===== src/design/opm_config.svh =====
`ifndef OPM_CONFIG_SVH
`define OPM_CONFIG_SVH

////////////////////////////////////////
// register map
////////////////////////////////////////

// timer A load, upper 8 bits
`define OPM_REG_CLKA1       8'h10
// timer A load, lower 2 bits
`define OPM_REG_CLKA2       8'h11
`define OPM_REG_CLKB        8'h12
// run, irq enable and flag reset bits
`define OPM_REG_TIMERCTRL   8'h14
// bits 7:6 go to the CT2 and CT1 pins
`define OPM_REG_CT          8'h1B

////////////////////////////////////////
// timing
////////////////////////////////////////

// phi1 cycles per sample
`define OPM_SLOTS           32

// sample ends before busy drops
`define OPM_BUSY_SAMPLES    2

// samples per timer B count
`define OPM_TIMB_PRESCALE   16

`endif

===== src/design/opm_timer_pkg.sv =====
package opm_timer_pkg;

    // slot position inside one sample
    typedef logic [4:0] slot_t;

    ////////////////////////////////////////
    // timer counters
    ////////////////////////////////////////

    // timer A, 10 bit up-counter and its load value
    typedef logic [9:0] tima_cnt_t;

    // timer B, 8 bit up-counter and its load value
    typedef logic [7:0] timb_cnt_t;

    // timer B sample prescaler
    typedef logic [3:0] timb_pre_t;

endpackage


===== src/design/opm_bus_pkg.sv =====
package opm_bus_pkg;

    // host data bus byte
    typedef logic [7:0] opm_data_t;

    // register address as latched from an a0 low write
    typedef logic [7:0] opm_addr_t;

    // busy handling after a data write
    typedef enum logic [1:0] {
        BUS_IDLE  = 2'd0,
        BUS_WAIT1 = 2'd1,
        BUS_WAIT2 = 2'd2
    } bus_state_e;

    ////////////////////////////////////////
    // status byte layout
    ////////////////////////////////////////

    localparam int STAT_BUSY   = 7;
    localparam int STAT_FLAG_B = 1;
    localparam int STAT_FLAG_A = 0;

endpackage


===== src/design/opm_top.sv =====
`timescale 1ns/10ps

module opm_top (
    input  logic                    i_emuclk,
    input  logic                    i_arst_n,
    input  logic                    i_phim_cen_n,
    input  logic                    i_cs_n,
    input  logic                    i_rd_n,
    input  logic                    i_wr_n,
    input  logic                    i_a0,
    input  opm_bus_pkg::opm_data_t  i_d,
    output opm_bus_pkg::opm_data_t  o_d,
    output logic                    o_d_oe,
    output logic                    o_phi1,
    output logic                    o_ct1,
    output logic                    o_ct2,
    output logic                    o_irq_n
);

    import opm_timer_pkg::*;

    logic      cycle_31;
    tima_cnt_t clka;
    timb_cnt_t clkb;
    logic      run_a, run_b;
    logic      irqen_a, irqen_b;
    logic      frst_a, frst_b;
    logic      flag_a, flag_b;

    ////////////////////////////////////////
    // blocks
    ////////////////////////////////////////

    // the timers only follow the sample end, phi1 enable has no load here
    opm_timinggen timinggen_inst (
        .i_emuclk     (i_emuclk     ),
        .i_arst_n     (i_arst_n     ),
        .i_phim_cen_n (i_phim_cen_n ),
        .o_phi1       (o_phi1       ),
        .o_phi1_cen   (             ),
        .o_cycle_31   (cycle_31     )
    );

    opm_busif busif_inst (
        .i_emuclk  (i_emuclk ), .i_arst_n  (i_arst_n ),
        .i_cs_n    (i_cs_n   ), .i_wr_n    (i_wr_n   ),
        .i_rd_n    (i_rd_n   ), .i_a0      (i_a0     ),
        .i_d       (i_d      ), .o_d       (o_d      ),
        .o_d_oe    (o_d_oe   ), .i_cycle_31(cycle_31 ),
        .i_flag_a  (flag_a   ), .i_flag_b  (flag_b   ),
        .o_clka    (clka     ), .o_clkb    (clkb     ),
        .o_run_a   (run_a    ), .o_run_b   (run_b    ),
        .o_irqen_a (irqen_a  ), .o_irqen_b (irqen_b  ),
        .o_frst_a  (frst_a   ), .o_frst_b  (frst_b   ),
        .o_ct1     (o_ct1    ), .o_ct2     (o_ct2    )
    );

    opm_timer timer_inst (
        .i_emuclk  (i_emuclk ), .i_arst_n  (i_arst_n ),
        .i_cycle_31(cycle_31 ),
        .i_clka    (clka     ), .i_clkb    (clkb     ),
        .i_run_a   (run_a    ), .i_run_b   (run_b    ),
        .i_irqen_a (irqen_a  ), .i_irqen_b (irqen_b  ),
        .i_frst_a  (frst_a   ), .i_frst_b  (frst_b   ),
        .o_flag_a  (flag_a   ), .o_flag_b  (flag_b   ),
        .o_irq_n   (o_irq_n  )
    );

endmodule


===== src/design/opm_timer.sv =====
`timescale 1ns/10ps

`include "opm_config.svh"

module opm_timer (
    input  logic                      i_emuclk,
    input  logic                      i_arst_n,
    input  logic                      i_cycle_31,
    input  opm_timer_pkg::tima_cnt_t  i_clka,
    input  opm_timer_pkg::timb_cnt_t  i_clkb,
    input  logic                      i_run_a,
    input  logic                      i_run_b,
    input  logic                      i_irqen_a,
    input  logic                      i_irqen_b,
    input  logic                      i_frst_a,
    input  logic                      i_frst_b,
    output logic                      o_flag_a,
    output logic                      o_flag_b,
    output logic                      o_irq_n
);

    import opm_timer_pkg::*;

    localparam timb_pre_t PRE_LAST = timb_pre_t'(`OPM_TIMB_PRESCALE - 1);

    tima_cnt_t cnt_a_q;
    timb_cnt_t cnt_b_q;
    timb_pre_t pre_q;
    logic      tick_b;
    logic      ovf_a;
    logic      ovf_b;

    ////////////////////////////////////////
    // timer B prescaler
    ////////////////////////////////////////

    // free running, independent of run_b
    always_ff @(posedge i_emuclk or negedge i_arst_n) begin
        if (!i_arst_n) begin
            pre_q <= '0;
        end else if (i_cycle_31) begin
            pre_q <= (pre_q == PRE_LAST) ? timb_pre_t'(0) : pre_q + timb_pre_t'(1);
        end
    end

    assign tick_b = i_cycle_31 & (pre_q == PRE_LAST);

    ////////////////////////////////////////
    // counters
    ////////////////////////////////////////

    assign ovf_a = i_run_a & i_cycle_31 & (&cnt_a_q);
    assign ovf_b = i_run_b & tick_b & (&cnt_b_q);

    always_ff @(posedge i_emuclk or negedge i_arst_n) begin
        if (!i_arst_n) begin
            cnt_a_q <= '0;
        end else if (!i_run_a || ovf_a) begin
            cnt_a_q <= i_clka;
        end else if (i_cycle_31) begin
            cnt_a_q <= cnt_a_q + tima_cnt_t'(1);
        end
    end

    always_ff @(posedge i_emuclk or negedge i_arst_n) begin
        if (!i_arst_n) begin
            cnt_b_q <= '0;
        end else if (!i_run_b || ovf_b) begin
            cnt_b_q <= i_clkb;
        end else if (tick_b) begin
            cnt_b_q <= cnt_b_q + timb_cnt_t'(1);
        end
    end

    ////////////////////////////////////////
    // flags and interrupt
    ////////////////////////////////////////

    // flag reset wins over a same cycle overflow
    always_ff @(posedge i_emuclk or negedge i_arst_n) begin
        if (!i_arst_n) begin
            o_flag_a <= 1'b0;
            o_flag_b <= 1'b0;
        end else begin
            if (i_frst_a) begin
                o_flag_a <= 1'b0;
            end else if (ovf_a && i_irqen_a) begin
                o_flag_a <= 1'b1;
            end
            if (i_frst_b) begin
                o_flag_b <= 1'b0;
            end else if (ovf_b && i_irqen_b) begin
                o_flag_b <= 1'b1;
            end
        end
    end

    assign o_irq_n = ~((o_flag_a & i_irqen_a) | (o_flag_b & i_irqen_b));

endmodule


===== src/design/opm_busif.sv =====
`timescale 1ns/10ps

`include "opm_config.svh"

module opm_busif (
    input  logic                      i_emuclk,
    input  logic                      i_arst_n,
    input  logic                      i_cs_n,
    input  logic                      i_wr_n,
    input  logic                      i_rd_n,
    input  logic                      i_a0,
    input  opm_bus_pkg::opm_data_t    i_d,
    output opm_bus_pkg::opm_data_t    o_d,
    output logic                      o_d_oe,
    input  logic                      i_cycle_31,
    input  logic                      i_flag_a,
    input  logic                      i_flag_b,
    output opm_timer_pkg::tima_cnt_t  o_clka,
    output opm_timer_pkg::timb_cnt_t  o_clkb,
    output logic                      o_run_a,
    output logic                      o_run_b,
    output logic                      o_irqen_a,
    output logic                      o_irqen_b,
    output logic                      o_frst_a,
    output logic                      o_frst_b,
    output logic                      o_ct1,
    output logic                      o_ct2
);

    import opm_bus_pkg::*;

    localparam logic [1:0] BUSY_LAST = 2'(`OPM_BUSY_SAMPLES - 1);

    opm_addr_t  addr_q;
    bus_state_e state_q;
    logic [1:0] busy_cnt_q;
    logic       busy;
    logic       wr_cyc;
    logic       data_wr;
    opm_data_t  status;

    assign wr_cyc  = ~i_cs_n & ~i_wr_n;
    // data writes are dropped while busy
    assign data_wr = wr_cyc & i_a0 & (state_q == BUS_IDLE);

    ////////////////////////////////////////
    // address latch and registers
    ////////////////////////////////////////

    always_ff @(posedge i_emuclk or negedge i_arst_n) begin
        if (!i_arst_n) begin
            addr_q    <= '0;
            o_clka    <= '0;
            o_clkb    <= '0;
            o_run_a   <= 1'b0;
            o_run_b   <= 1'b0;
            o_irqen_a <= 1'b0;
            o_irqen_b <= 1'b0;
            o_frst_a  <= 1'b0;
            o_frst_b  <= 1'b0;
            o_ct1     <= 1'b0;
            o_ct2     <= 1'b0;
        end else begin
            // flag resets are one cycle strobes
            o_frst_a <= 1'b0;
            o_frst_b <= 1'b0;
            if (wr_cyc && !i_a0) begin
                addr_q <= i_d;
            end
            if (data_wr) begin
                case (addr_q)
                    `OPM_REG_CLKA1: o_clka[9:2] <= i_d;
                    `OPM_REG_CLKA2: o_clka[1:0] <= i_d[1:0];
                    `OPM_REG_CLKB:  o_clkb      <= i_d;
                    `OPM_REG_TIMERCTRL: begin
                        o_run_a   <= i_d[0];
                        o_run_b   <= i_d[1];
                        o_irqen_a <= i_d[2];
                        o_irqen_b <= i_d[3];
                        o_frst_a  <= i_d[4];
                        o_frst_b  <= i_d[5];
                    end
                    `OPM_REG_CT: begin
                        o_ct2 <= i_d[7];
                        o_ct1 <= i_d[6];
                    end
                    default: ;
                endcase
            end
        end
    end

    ////////////////////////////////////////
    // busy state machine
    ////////////////////////////////////////

    always_ff @(posedge i_emuclk or negedge i_arst_n) begin
        if (!i_arst_n) begin
            state_q    <= BUS_IDLE;
            busy_cnt_q <= '0;
        end else begin
            case (state_q)
                BUS_IDLE: if (data_wr) state_q <= BUS_WAIT1;
                // first sample end only aligns to the slot cycle
                BUS_WAIT1: if (i_cycle_31) begin
                    busy_cnt_q <= 2'd1;
                    state_q    <= (BUSY_LAST == 2'd0) ? BUS_IDLE : BUS_WAIT2;
                end
                BUS_WAIT2: if (i_cycle_31) begin
                    if (busy_cnt_q == BUSY_LAST) state_q <= BUS_IDLE;
                    else busy_cnt_q <= busy_cnt_q + 2'd1;
                end
                default: state_q <= BUS_IDLE;
            endcase
        end
    end

    assign busy = (state_q != BUS_IDLE);

    // status readback
    always_comb begin
        status              = '0;
        status[STAT_BUSY]   = busy;
        status[STAT_FLAG_B] = i_flag_b;
        status[STAT_FLAG_A] = i_flag_a;
    end

    assign o_d    = status;
    assign o_d_oe = ~i_cs_n & ~i_rd_n;

endmodule


===== src/design/opm_timinggen.sv =====
`timescale 1ns/10ps

`include "opm_config.svh"

module opm_timinggen (
    input  logic i_emuclk,
    input  logic i_arst_n,
    input  logic i_phim_cen_n,
    output logic o_phi1,
    output logic o_phi1_cen,
    output logic o_cycle_31
);

    import opm_timer_pkg::*;

    localparam slot_t SLOT_LAST = slot_t'(`OPM_SLOTS - 1);

    logic  phim_cen;
    logic  phi1_q;
    logic  phi1_cen;
    slot_t slot_q;

    ////////////////////////////////////////
    // phiM divided by two
    ////////////////////////////////////////

    assign phim_cen = ~i_phim_cen_n;

    always_ff @(posedge i_emuclk or negedge i_arst_n) begin
        if (!i_arst_n) begin
            phi1_q <= 1'b0;
        end else if (phim_cen) begin
            phi1_q <= ~phi1_q;
        end
    end

    // every second phiM enable
    assign phi1_cen   = phim_cen & phi1_q;
    assign o_phi1     = phi1_q;
    assign o_phi1_cen = phi1_cen;

    ////////////////////////////////////////
    // slot counter
    ////////////////////////////////////////

    always_ff @(posedge i_emuclk or negedge i_arst_n) begin
        if (!i_arst_n) begin
            slot_q <= '0;
        end else if (phi1_cen) begin
            slot_q <= (slot_q == SLOT_LAST) ? slot_t'(0) : slot_q + slot_t'(1);
        end
    end

    // last slot, one emuclk wide
    assign o_cycle_31 = phi1_cen & (slot_q == SLOT_LAST);

endmodule


===== config.mk =====
export PLATFORM = sky130hd
export DESIGN_NAME = opm_top
export DESIGN_NICKNAME = d
export VERILOG_FILES = /design/src/design/opm_timer_pkg.sv /design/src/design/opm_bus_pkg.sv /design/src/design/opm_top.sv /design/src/design/opm_timer.sv /design/src/design/opm_busif.sv /design/src/design/opm_timinggen.sv
export VERILOG_INCLUDE_DIRS = /design/src /design/src/design
export SDC_FILE = /design/constraint.sdc
export NUM_CORES = 1
export LEC_CHECK = 0
export BUFFER_PORTS_ARGS = -buffer_cell sky130_fd_sc_hd__buf_2
export CELL_PAD_IN_SITES_DETAIL_PLACEMENT = 1
export CELL_PAD_IN_SITES_GLOBAL_PLACEMENT = 1
export CORE_ASPECT_RATIO = 0.9
export CORE_UTILIZATION = 35
export CTS_BUF_LIST = sky130_fd_sc_hd__clkbuf_8
export DETAILED_ROUTE_END_ITERATION = 10
export GPL_TIMING_DRIVEN = 0
export PLACE_DENSITY_LB_ADDON = 0.1
export SLEW_MARGIN = 10
export SYNTH_ARGS = -nofsm -noshare
export SYNTH_HDL_FRONTEND = slang
export SYNTH_SLANG_ARGS = --single-unit
export TNS_END_PERCENT = 5

===== constraint.sdc =====
create_clock -name i_emuclk -period 6.1 [get_ports i_emuclk]
set_input_delay 0.61 -clock i_emuclk [delete_from_list [all_inputs] [get_ports i_emuclk]]
set_output_delay 0.61 -clock i_emuclk [all_outputs]
set_load 0.1 [all_outputs]

* Yosys cells after proc, flatten, opt, wreduce, memory -nomap -nowiden
Cells that the tools add are included.
** Storage, ports and cells
- Output and inout port bits :: 13
- Input bits :: 15
- Word-level logic and storage cells :: 108
- Register bits :: 68
** Cells by class
- Bitwise logic cells :: 20
- Reductions and logical operators :: 24
- Equal/unequal tests :: 15
- Add/subtract/negate cells :: 5
- Multiplexer cells :: 23
** Operators with widths (number)
- == test 8 x 5 -> 1 bit, second input constant :: 5
- two-way mux 10 bit :: 2
- two-way mux 8 bit :: 2
- two-way mux 2 bit :: 7
- bitwise AND 1 bit :: 13
- nonzero test 2 bit :: 6
- adder 10 x 1 -> 10 bit, second input constant :: 1
- AND reduction 10 bit :: 1
- AND reduction 2 bit :: 5
- adder 8 x 1 -> 8 bit, second input constant :: 1
- two-way mux 1 bit :: 8
- inequality test 2 x 1 -> 1 bit, second input constant :: 4
- AND reduction 4 bit :: 2
- AND reduction 8 bit :: 1
- NOT 1 bit :: 6
- one-hot mux 2 bit (3 select lines) :: 1
- adder 5 x 1 -> 5 bit, second input constant :: 1
- == test 5 bit, second input constant :: 1
- two-way mux 5 bit :: 1
- adder 4 x 1 -> 4 bit, second input constant :: 1
- == test 2 x 1 -> 1 bit, second input constant :: 2
- == test 4 bit, second input constant :: 1
- two-way mux 4 bit :: 1
- one-hot mux 2 bit (2 select lines) :: 1
- other kinds (8) :: 13

* Longest topological paths before layout
- Depth in word-level cells :: 9
- Gate-level depth with buffers :: 9
- Mapped depth without buffers :: 7

* Modules after synthesis
A second synthesis with hierarchy kept.
** Unflattened totals
- Cells, all modules :: 304
- Area total of the unflattened synthesis :: 3433.3 µm²
** By module, submodules not included
- opm_busif :: cells each 119, area each 1685.4 µm², times used 1
- opm_timer :: cells each 155, area each 1435.1 µm², times used 1
- opm_timinggen :: cells each 30, area each 312.8 µm², times used 1

* Worst setup path after synthesis
OpenSTA, ideal clock, no wires.
- Kind :: register -> output
- Start :: register busif_inst.o_irqen_a
- End :: output port o_irq_n
- Stages on the path, launching flop included :: 2
- Data arrival time :: 1.939 ns
- Path buffers :: 0
- Required time :: 5.490 ns
- Slack :: 3.551 ns
- Cells stage by stage :: dfrtp_1 > a22oi_1
** On the way
- Longest elaborated chain between the ends :: 3
** Ends and longest elaborated chain
- start, declared :: RTL line opm_busif.sv:22 : output logic o_irqen_a,
- start signal, assigned :: RTL line opm_busif.sv:78 : o_irqen_a <= i_d[2];
- bitwise AND 1 bit :: RTL line opm_timer.sv:98 : assign o_irq_n = ~((o_flag_a & i_irqen_a) | (o_flag_b & i_irqen_b));
- OR 1 bit :: RTL line opm_timer.sv:98
- NOT 1 bit :: RTL line opm_timer.sv:98
- end, declared :: RTL line opm_top.sv:17 : output logic o_irq_n
No other way between the ends.

* Worst setup path in the final report
- Start :: register timinggen_inst.slot_q[0]
- End :: register timer_inst.cnt_b_q[1]
** On the way
- Longest elaborated chain between the ends :: 7
- Elaborated cells on any way between the ends :: 8
** Ends and longest elaborated chain
- start, declared :: RTL line opm_timinggen.sv:21 : slot_t slot_q;
- start signal, assigned :: RTL line opm_timinggen.sv:50 : slot_q <= (slot_q == SLOT_LAST) ? slot_t'(0) : slot_q + slot_t'(1);
- == test 5 bit * :: RTL line opm_timinggen.sv:55 : assign o_cycle_31 = phi1_cen & (slot_q == SLOT_LAST);
- bitwise AND 1 bit * :: RTL line opm_timinggen.sv:55
- bitwise AND 1 bit * :: RTL line opm_timer.sv:46 : assign tick_b = i_cycle_31 & (pre_q == PRE_LAST);
- bitwise AND 1 bit (2 in series) :: RTL line opm_timer.sv:53 : assign ovf_b = i_run_b & tick_b & (&cnt_b_q);
- logical OR 1 bit :: RTL line opm_timer.sv:68 : end else if (!i_run_b || ovf_b) begin
- two-way mux 8 bit or nonzero test 2 bit (tied branches)
- end signal, assigned :: RTL line opm_timer.sv:69 : cnt_b_q <= i_clkb;
- end signal, assigned :: RTL line opm_timer.sv:71 : cnt_b_q <= cnt_b_q + timb_cnt_t'(1);
- end, declared :: RTL line opm_timer.sv:27 : timb_cnt_t cnt_b_q;
Every way passes the cells marked *; elsewhere a longest branch is shown, timed or not.
A chain may end at the register's enable or synchronous reset.

==> results.json <==
{
  "slew_headroom_pct": 25.83,
  "cts.clk_slew.worst_paths_ns": 0.07,
  "ant_nets": 0,
  "cts_root_buf": "clkbuf_8",
  "layout.nets": 376,
  "hold_viol": 0,
  "via_count": 2532,
  "area_growth_pct": 14.04,
  "ys.flop_type": "dfrtp_1",
  "dr.pass1.iters": 4,
  "cts-buffers-inserted": 9,
  "die_h_um": 96.05,
  "synthTopCellsByArea": "dfrtp_1 49%, mux2_4 5.2%, nand2_1 3.7%",
  "netlist_top_cells_count": "68 x dfrtp_1, 34 x nand2_1, 14 x o21ai_0, 13 x nor2_1, 12 x mux2_4",
  "fin_crit_sh_pct": 45.04,
  "fin_worst_skew_ns": 0.004811,
  "drt_iter0_drc": 124,
  "overflow": 0,
  "setup_viol": 0,
  "total_power_uw": 981.8,
  "cp.required_ns": 6.32,
  "cts_hold_buffers": 0,
  "yosysTopAreaCell": "dfrtp_1",
  "leakage_nw": 1.780,
  "r2r_start": "timinggen_inst.slot_q[0]",
  "placement_rows": 33,
  "final_util_pct": 42.04,
  "syn_avg_cell_area_um2": 10.85,
  "grt_pass1_wl_um": 13470,
  "synth_most_common_cell": "dfrtp_1",
  "finalSetupTns_ns": 0,
  "ys_async_sr_fraction_pct": 100.0,
  "die-area_um2": 10230,
  "synth_seq_cells": 68,
  "swShare_pct": 29.18,
  "power_frac_clock_pct": 34.7,
  "antenna_cells": 0,
  "cp-start-kind": "flop",
  "worst_ep_arrival_time_ns": 2.97,
  "io_pins": 28,
  "yosysWarnings": 0,
  "grt_max_degree": 47,
  "cts-resized-gates": 0,
  "cts_setup_buffers": 0,
  "drc": 0,
  "cts_buffer_depth": 2,
  "worst_pin_slew_ns": 1.104,
  "grt_pass1_vias": 2564,
  "synth_edf_count": 0,
  "worstSetupPathType": "reg2reg",
  "grt_usage_pct": 17.42,
  "rsz0062_at_grt": "no",
  "finalWorstSetupSlack_ns": 3.353,
  "crit_start": "timinggen_inst.slot_q[0]",
  "p_switching_uw": 286.5,
  "vias_per_cell": 5.275,
  "vdd_drop_max_mv": 0.2233,
  "cp-end-kind": "flop",
  "path_max_fanout": 6,
  "place_ws_ns": 3.373,
  "comb_power_share_pct": 13.2,
  "routed_wl_um": 8038,
  "p_per_area_nw_per_um2": 250.3,
  "synth_seq_area_share_pct": 49.47,
  "htreeDepth": 3,
  "gp_congestion": 0.7882,
  "internal-power_uw": 695.3,
  "synth_area_um2": 3440,
  "io_buffers": 22,
  "outcome": "complete, no violations",
  "wl_per_cell_um": 16.75,
  "start_util_pct": 36.86,
  "die_w_um": 106.5,
  "drive_above_1_share_pct": 20.95,
  "synthCells": 317,
  "cts_sinks": 68,
  "place_hpwl_um": 5861,
  "floorplan.core_area_um2": 9331,
  "synth.distinct_cells": 56,
  "cap_violations": 0,
  "slew_violations": 0,
  "clk-insertion-delay-late_ns": 0.34,
  "fmax_ghz": 0.3640,
  "cts_tree": "yes",
  "hp-class": "in2async",
  "p_seq_share_pct": 52.0,
  "synth_top_area_share_pct": 49.47,
  "antenna_found_initial": 0,
  "post-route-min-period_ns": 2.747
}
worst max-delay path, stage by stage, from the launching register on:
cell and delay [ns]:
dfrtp_1 0.42, ha_1 0.21, and3_1 0.16, ha_1 0.25, nand4b_1 0.29, or4_1 0.63
o21a_1 0.32, mux2_1 0.35
metal layers:
layer	routed length (um)	track usage [%]	share of wire, %	vias to the layer above
met5	0	0	0	-
met4	108	4.909	1.3	0
met3	360	4.604	4.5	12
met2	3384	26.46	42	58
met1	4184	24.55	52	1250
li1	-	-	-	1212
final cells by class:
class | count | area, um^2
clock buffer | 12 | 165.2
fill | 1085 | 5409
inverter | 11 | 41.29
tap | 122 | 152.6
clock inverter | 2 | 10.01
timing repair buffer | 23 | 140.1
sequential | 68 | 1702
buffer | 18 | 101.3
multi-input combinational | 224 | 1610
power groups by stage:
stage,clock [mW],sequential (mW),combinational [mW]
3_3_place_gp,0,0.518,0.126
4_1_cts,0.358,0.510,0.132
5_1_grt,0.366,0.516,0.143
6_report,0.341,0.511,0.130
2_1_floorplan,0,0.536,0.0706
3_5_place_dp,0,0.519,0.132
final timing paths:
path	end	cells after the start	slack, ns
min	timer_inst.cnt_a_q[7]	1	0.17
max	timer_inst.cnt_b_q[1]	7	3.35
min in group i_emuclk	timer_inst.o_flag_a	1	0.40
max in group asynchronous	busif_inst.o_clkb[0]	2	5.39
min reg2reg	timer_inst.o_flag_a	1	0.40
max reg2reg	timer_inst.cnt_b_q[1]	7	3.35
layout by cell type (no fill, tap or decap), types with 9 or more instances in the layout:
| cell | Yosys | final |
|---|---|---|
| buf_4 | 8 | 9 |
| a21oi_1 | 10 | 10 |
| mux2_4 | 12 | 12 |
| inv_1 | 11 | 11 |
| buf_2 | 3 | 24 |
| mux2_2 | 11 | 11 |
| mux2_1 | 11 | 11 |
| nor2_1 | 13 | 13 |
| nand3_1 | 10 | 10 |
| o21ai_0 | 14 | 14 |
| clkbuf_8 | 0 | 12 |
| nand2_1 | 34 | 34 |
| dfrtp_1 | 68 | 68 |
| nor3_1 | 10 | 10 |
sequential cells by signal, indices dropped and copies added (netlist names):
name	flops
busif_inst.o_clka	10
timer_inst.cnt_a_q	10
busif_inst.addr_q	8
busif_inst.o_clkb	8
timer_inst.cnt_b_q	8
timinggen_inst.slot_q	5
timer_inst.pre_q	4
busif_inst.busy_cnt_q	2
busif_inst.state_q	2
busif_inst.o_ct1	1
busif_inst.o_ct2	1
busif_inst.o_frst_a	1
busif_inst.o_frst_b	1
busif_inst.o_irqen_a	1
busif_inst.o_irqen_b	1
busif_inst.o_run_a	1
busif_inst.o_run_b	1
timer_inst.o_flag_a	1
timer_inst.o_flag_b	1
timinggen_inst.o_phi1	1
logic make-up (layout without fill, tap and decap cells):
kind of cell | after synthesis | count (layout) | synth area share, %
and+or+nand+nor | 112 | 112 | 17.90
other | 1 | 5 | 0.1090
muxes | 37 | 37 | 13.31
buffers and inverters | 29 | 66 | 4.147
xor gates and xnor gates | 9 | 9 | 2.292
DFF | 68 | 68 | 49.47
adders and majority gates | 6 | 6 | 2.183
AOI/OAI and AO/OA | 55 | 55 | 10.59
metrics by stage:
stage	std cells	area [um^2]	hold WS [ns]
after global placement	465	3717	0.3870
final	480	3923	0.1730
after global routing	480	3923	0.1878
after detailed placement	466	3747	0.3897
after floorplan	321	3455	0.3144
after CTS	480	3923	0.1727
Power figures use the tool's default switching activity.
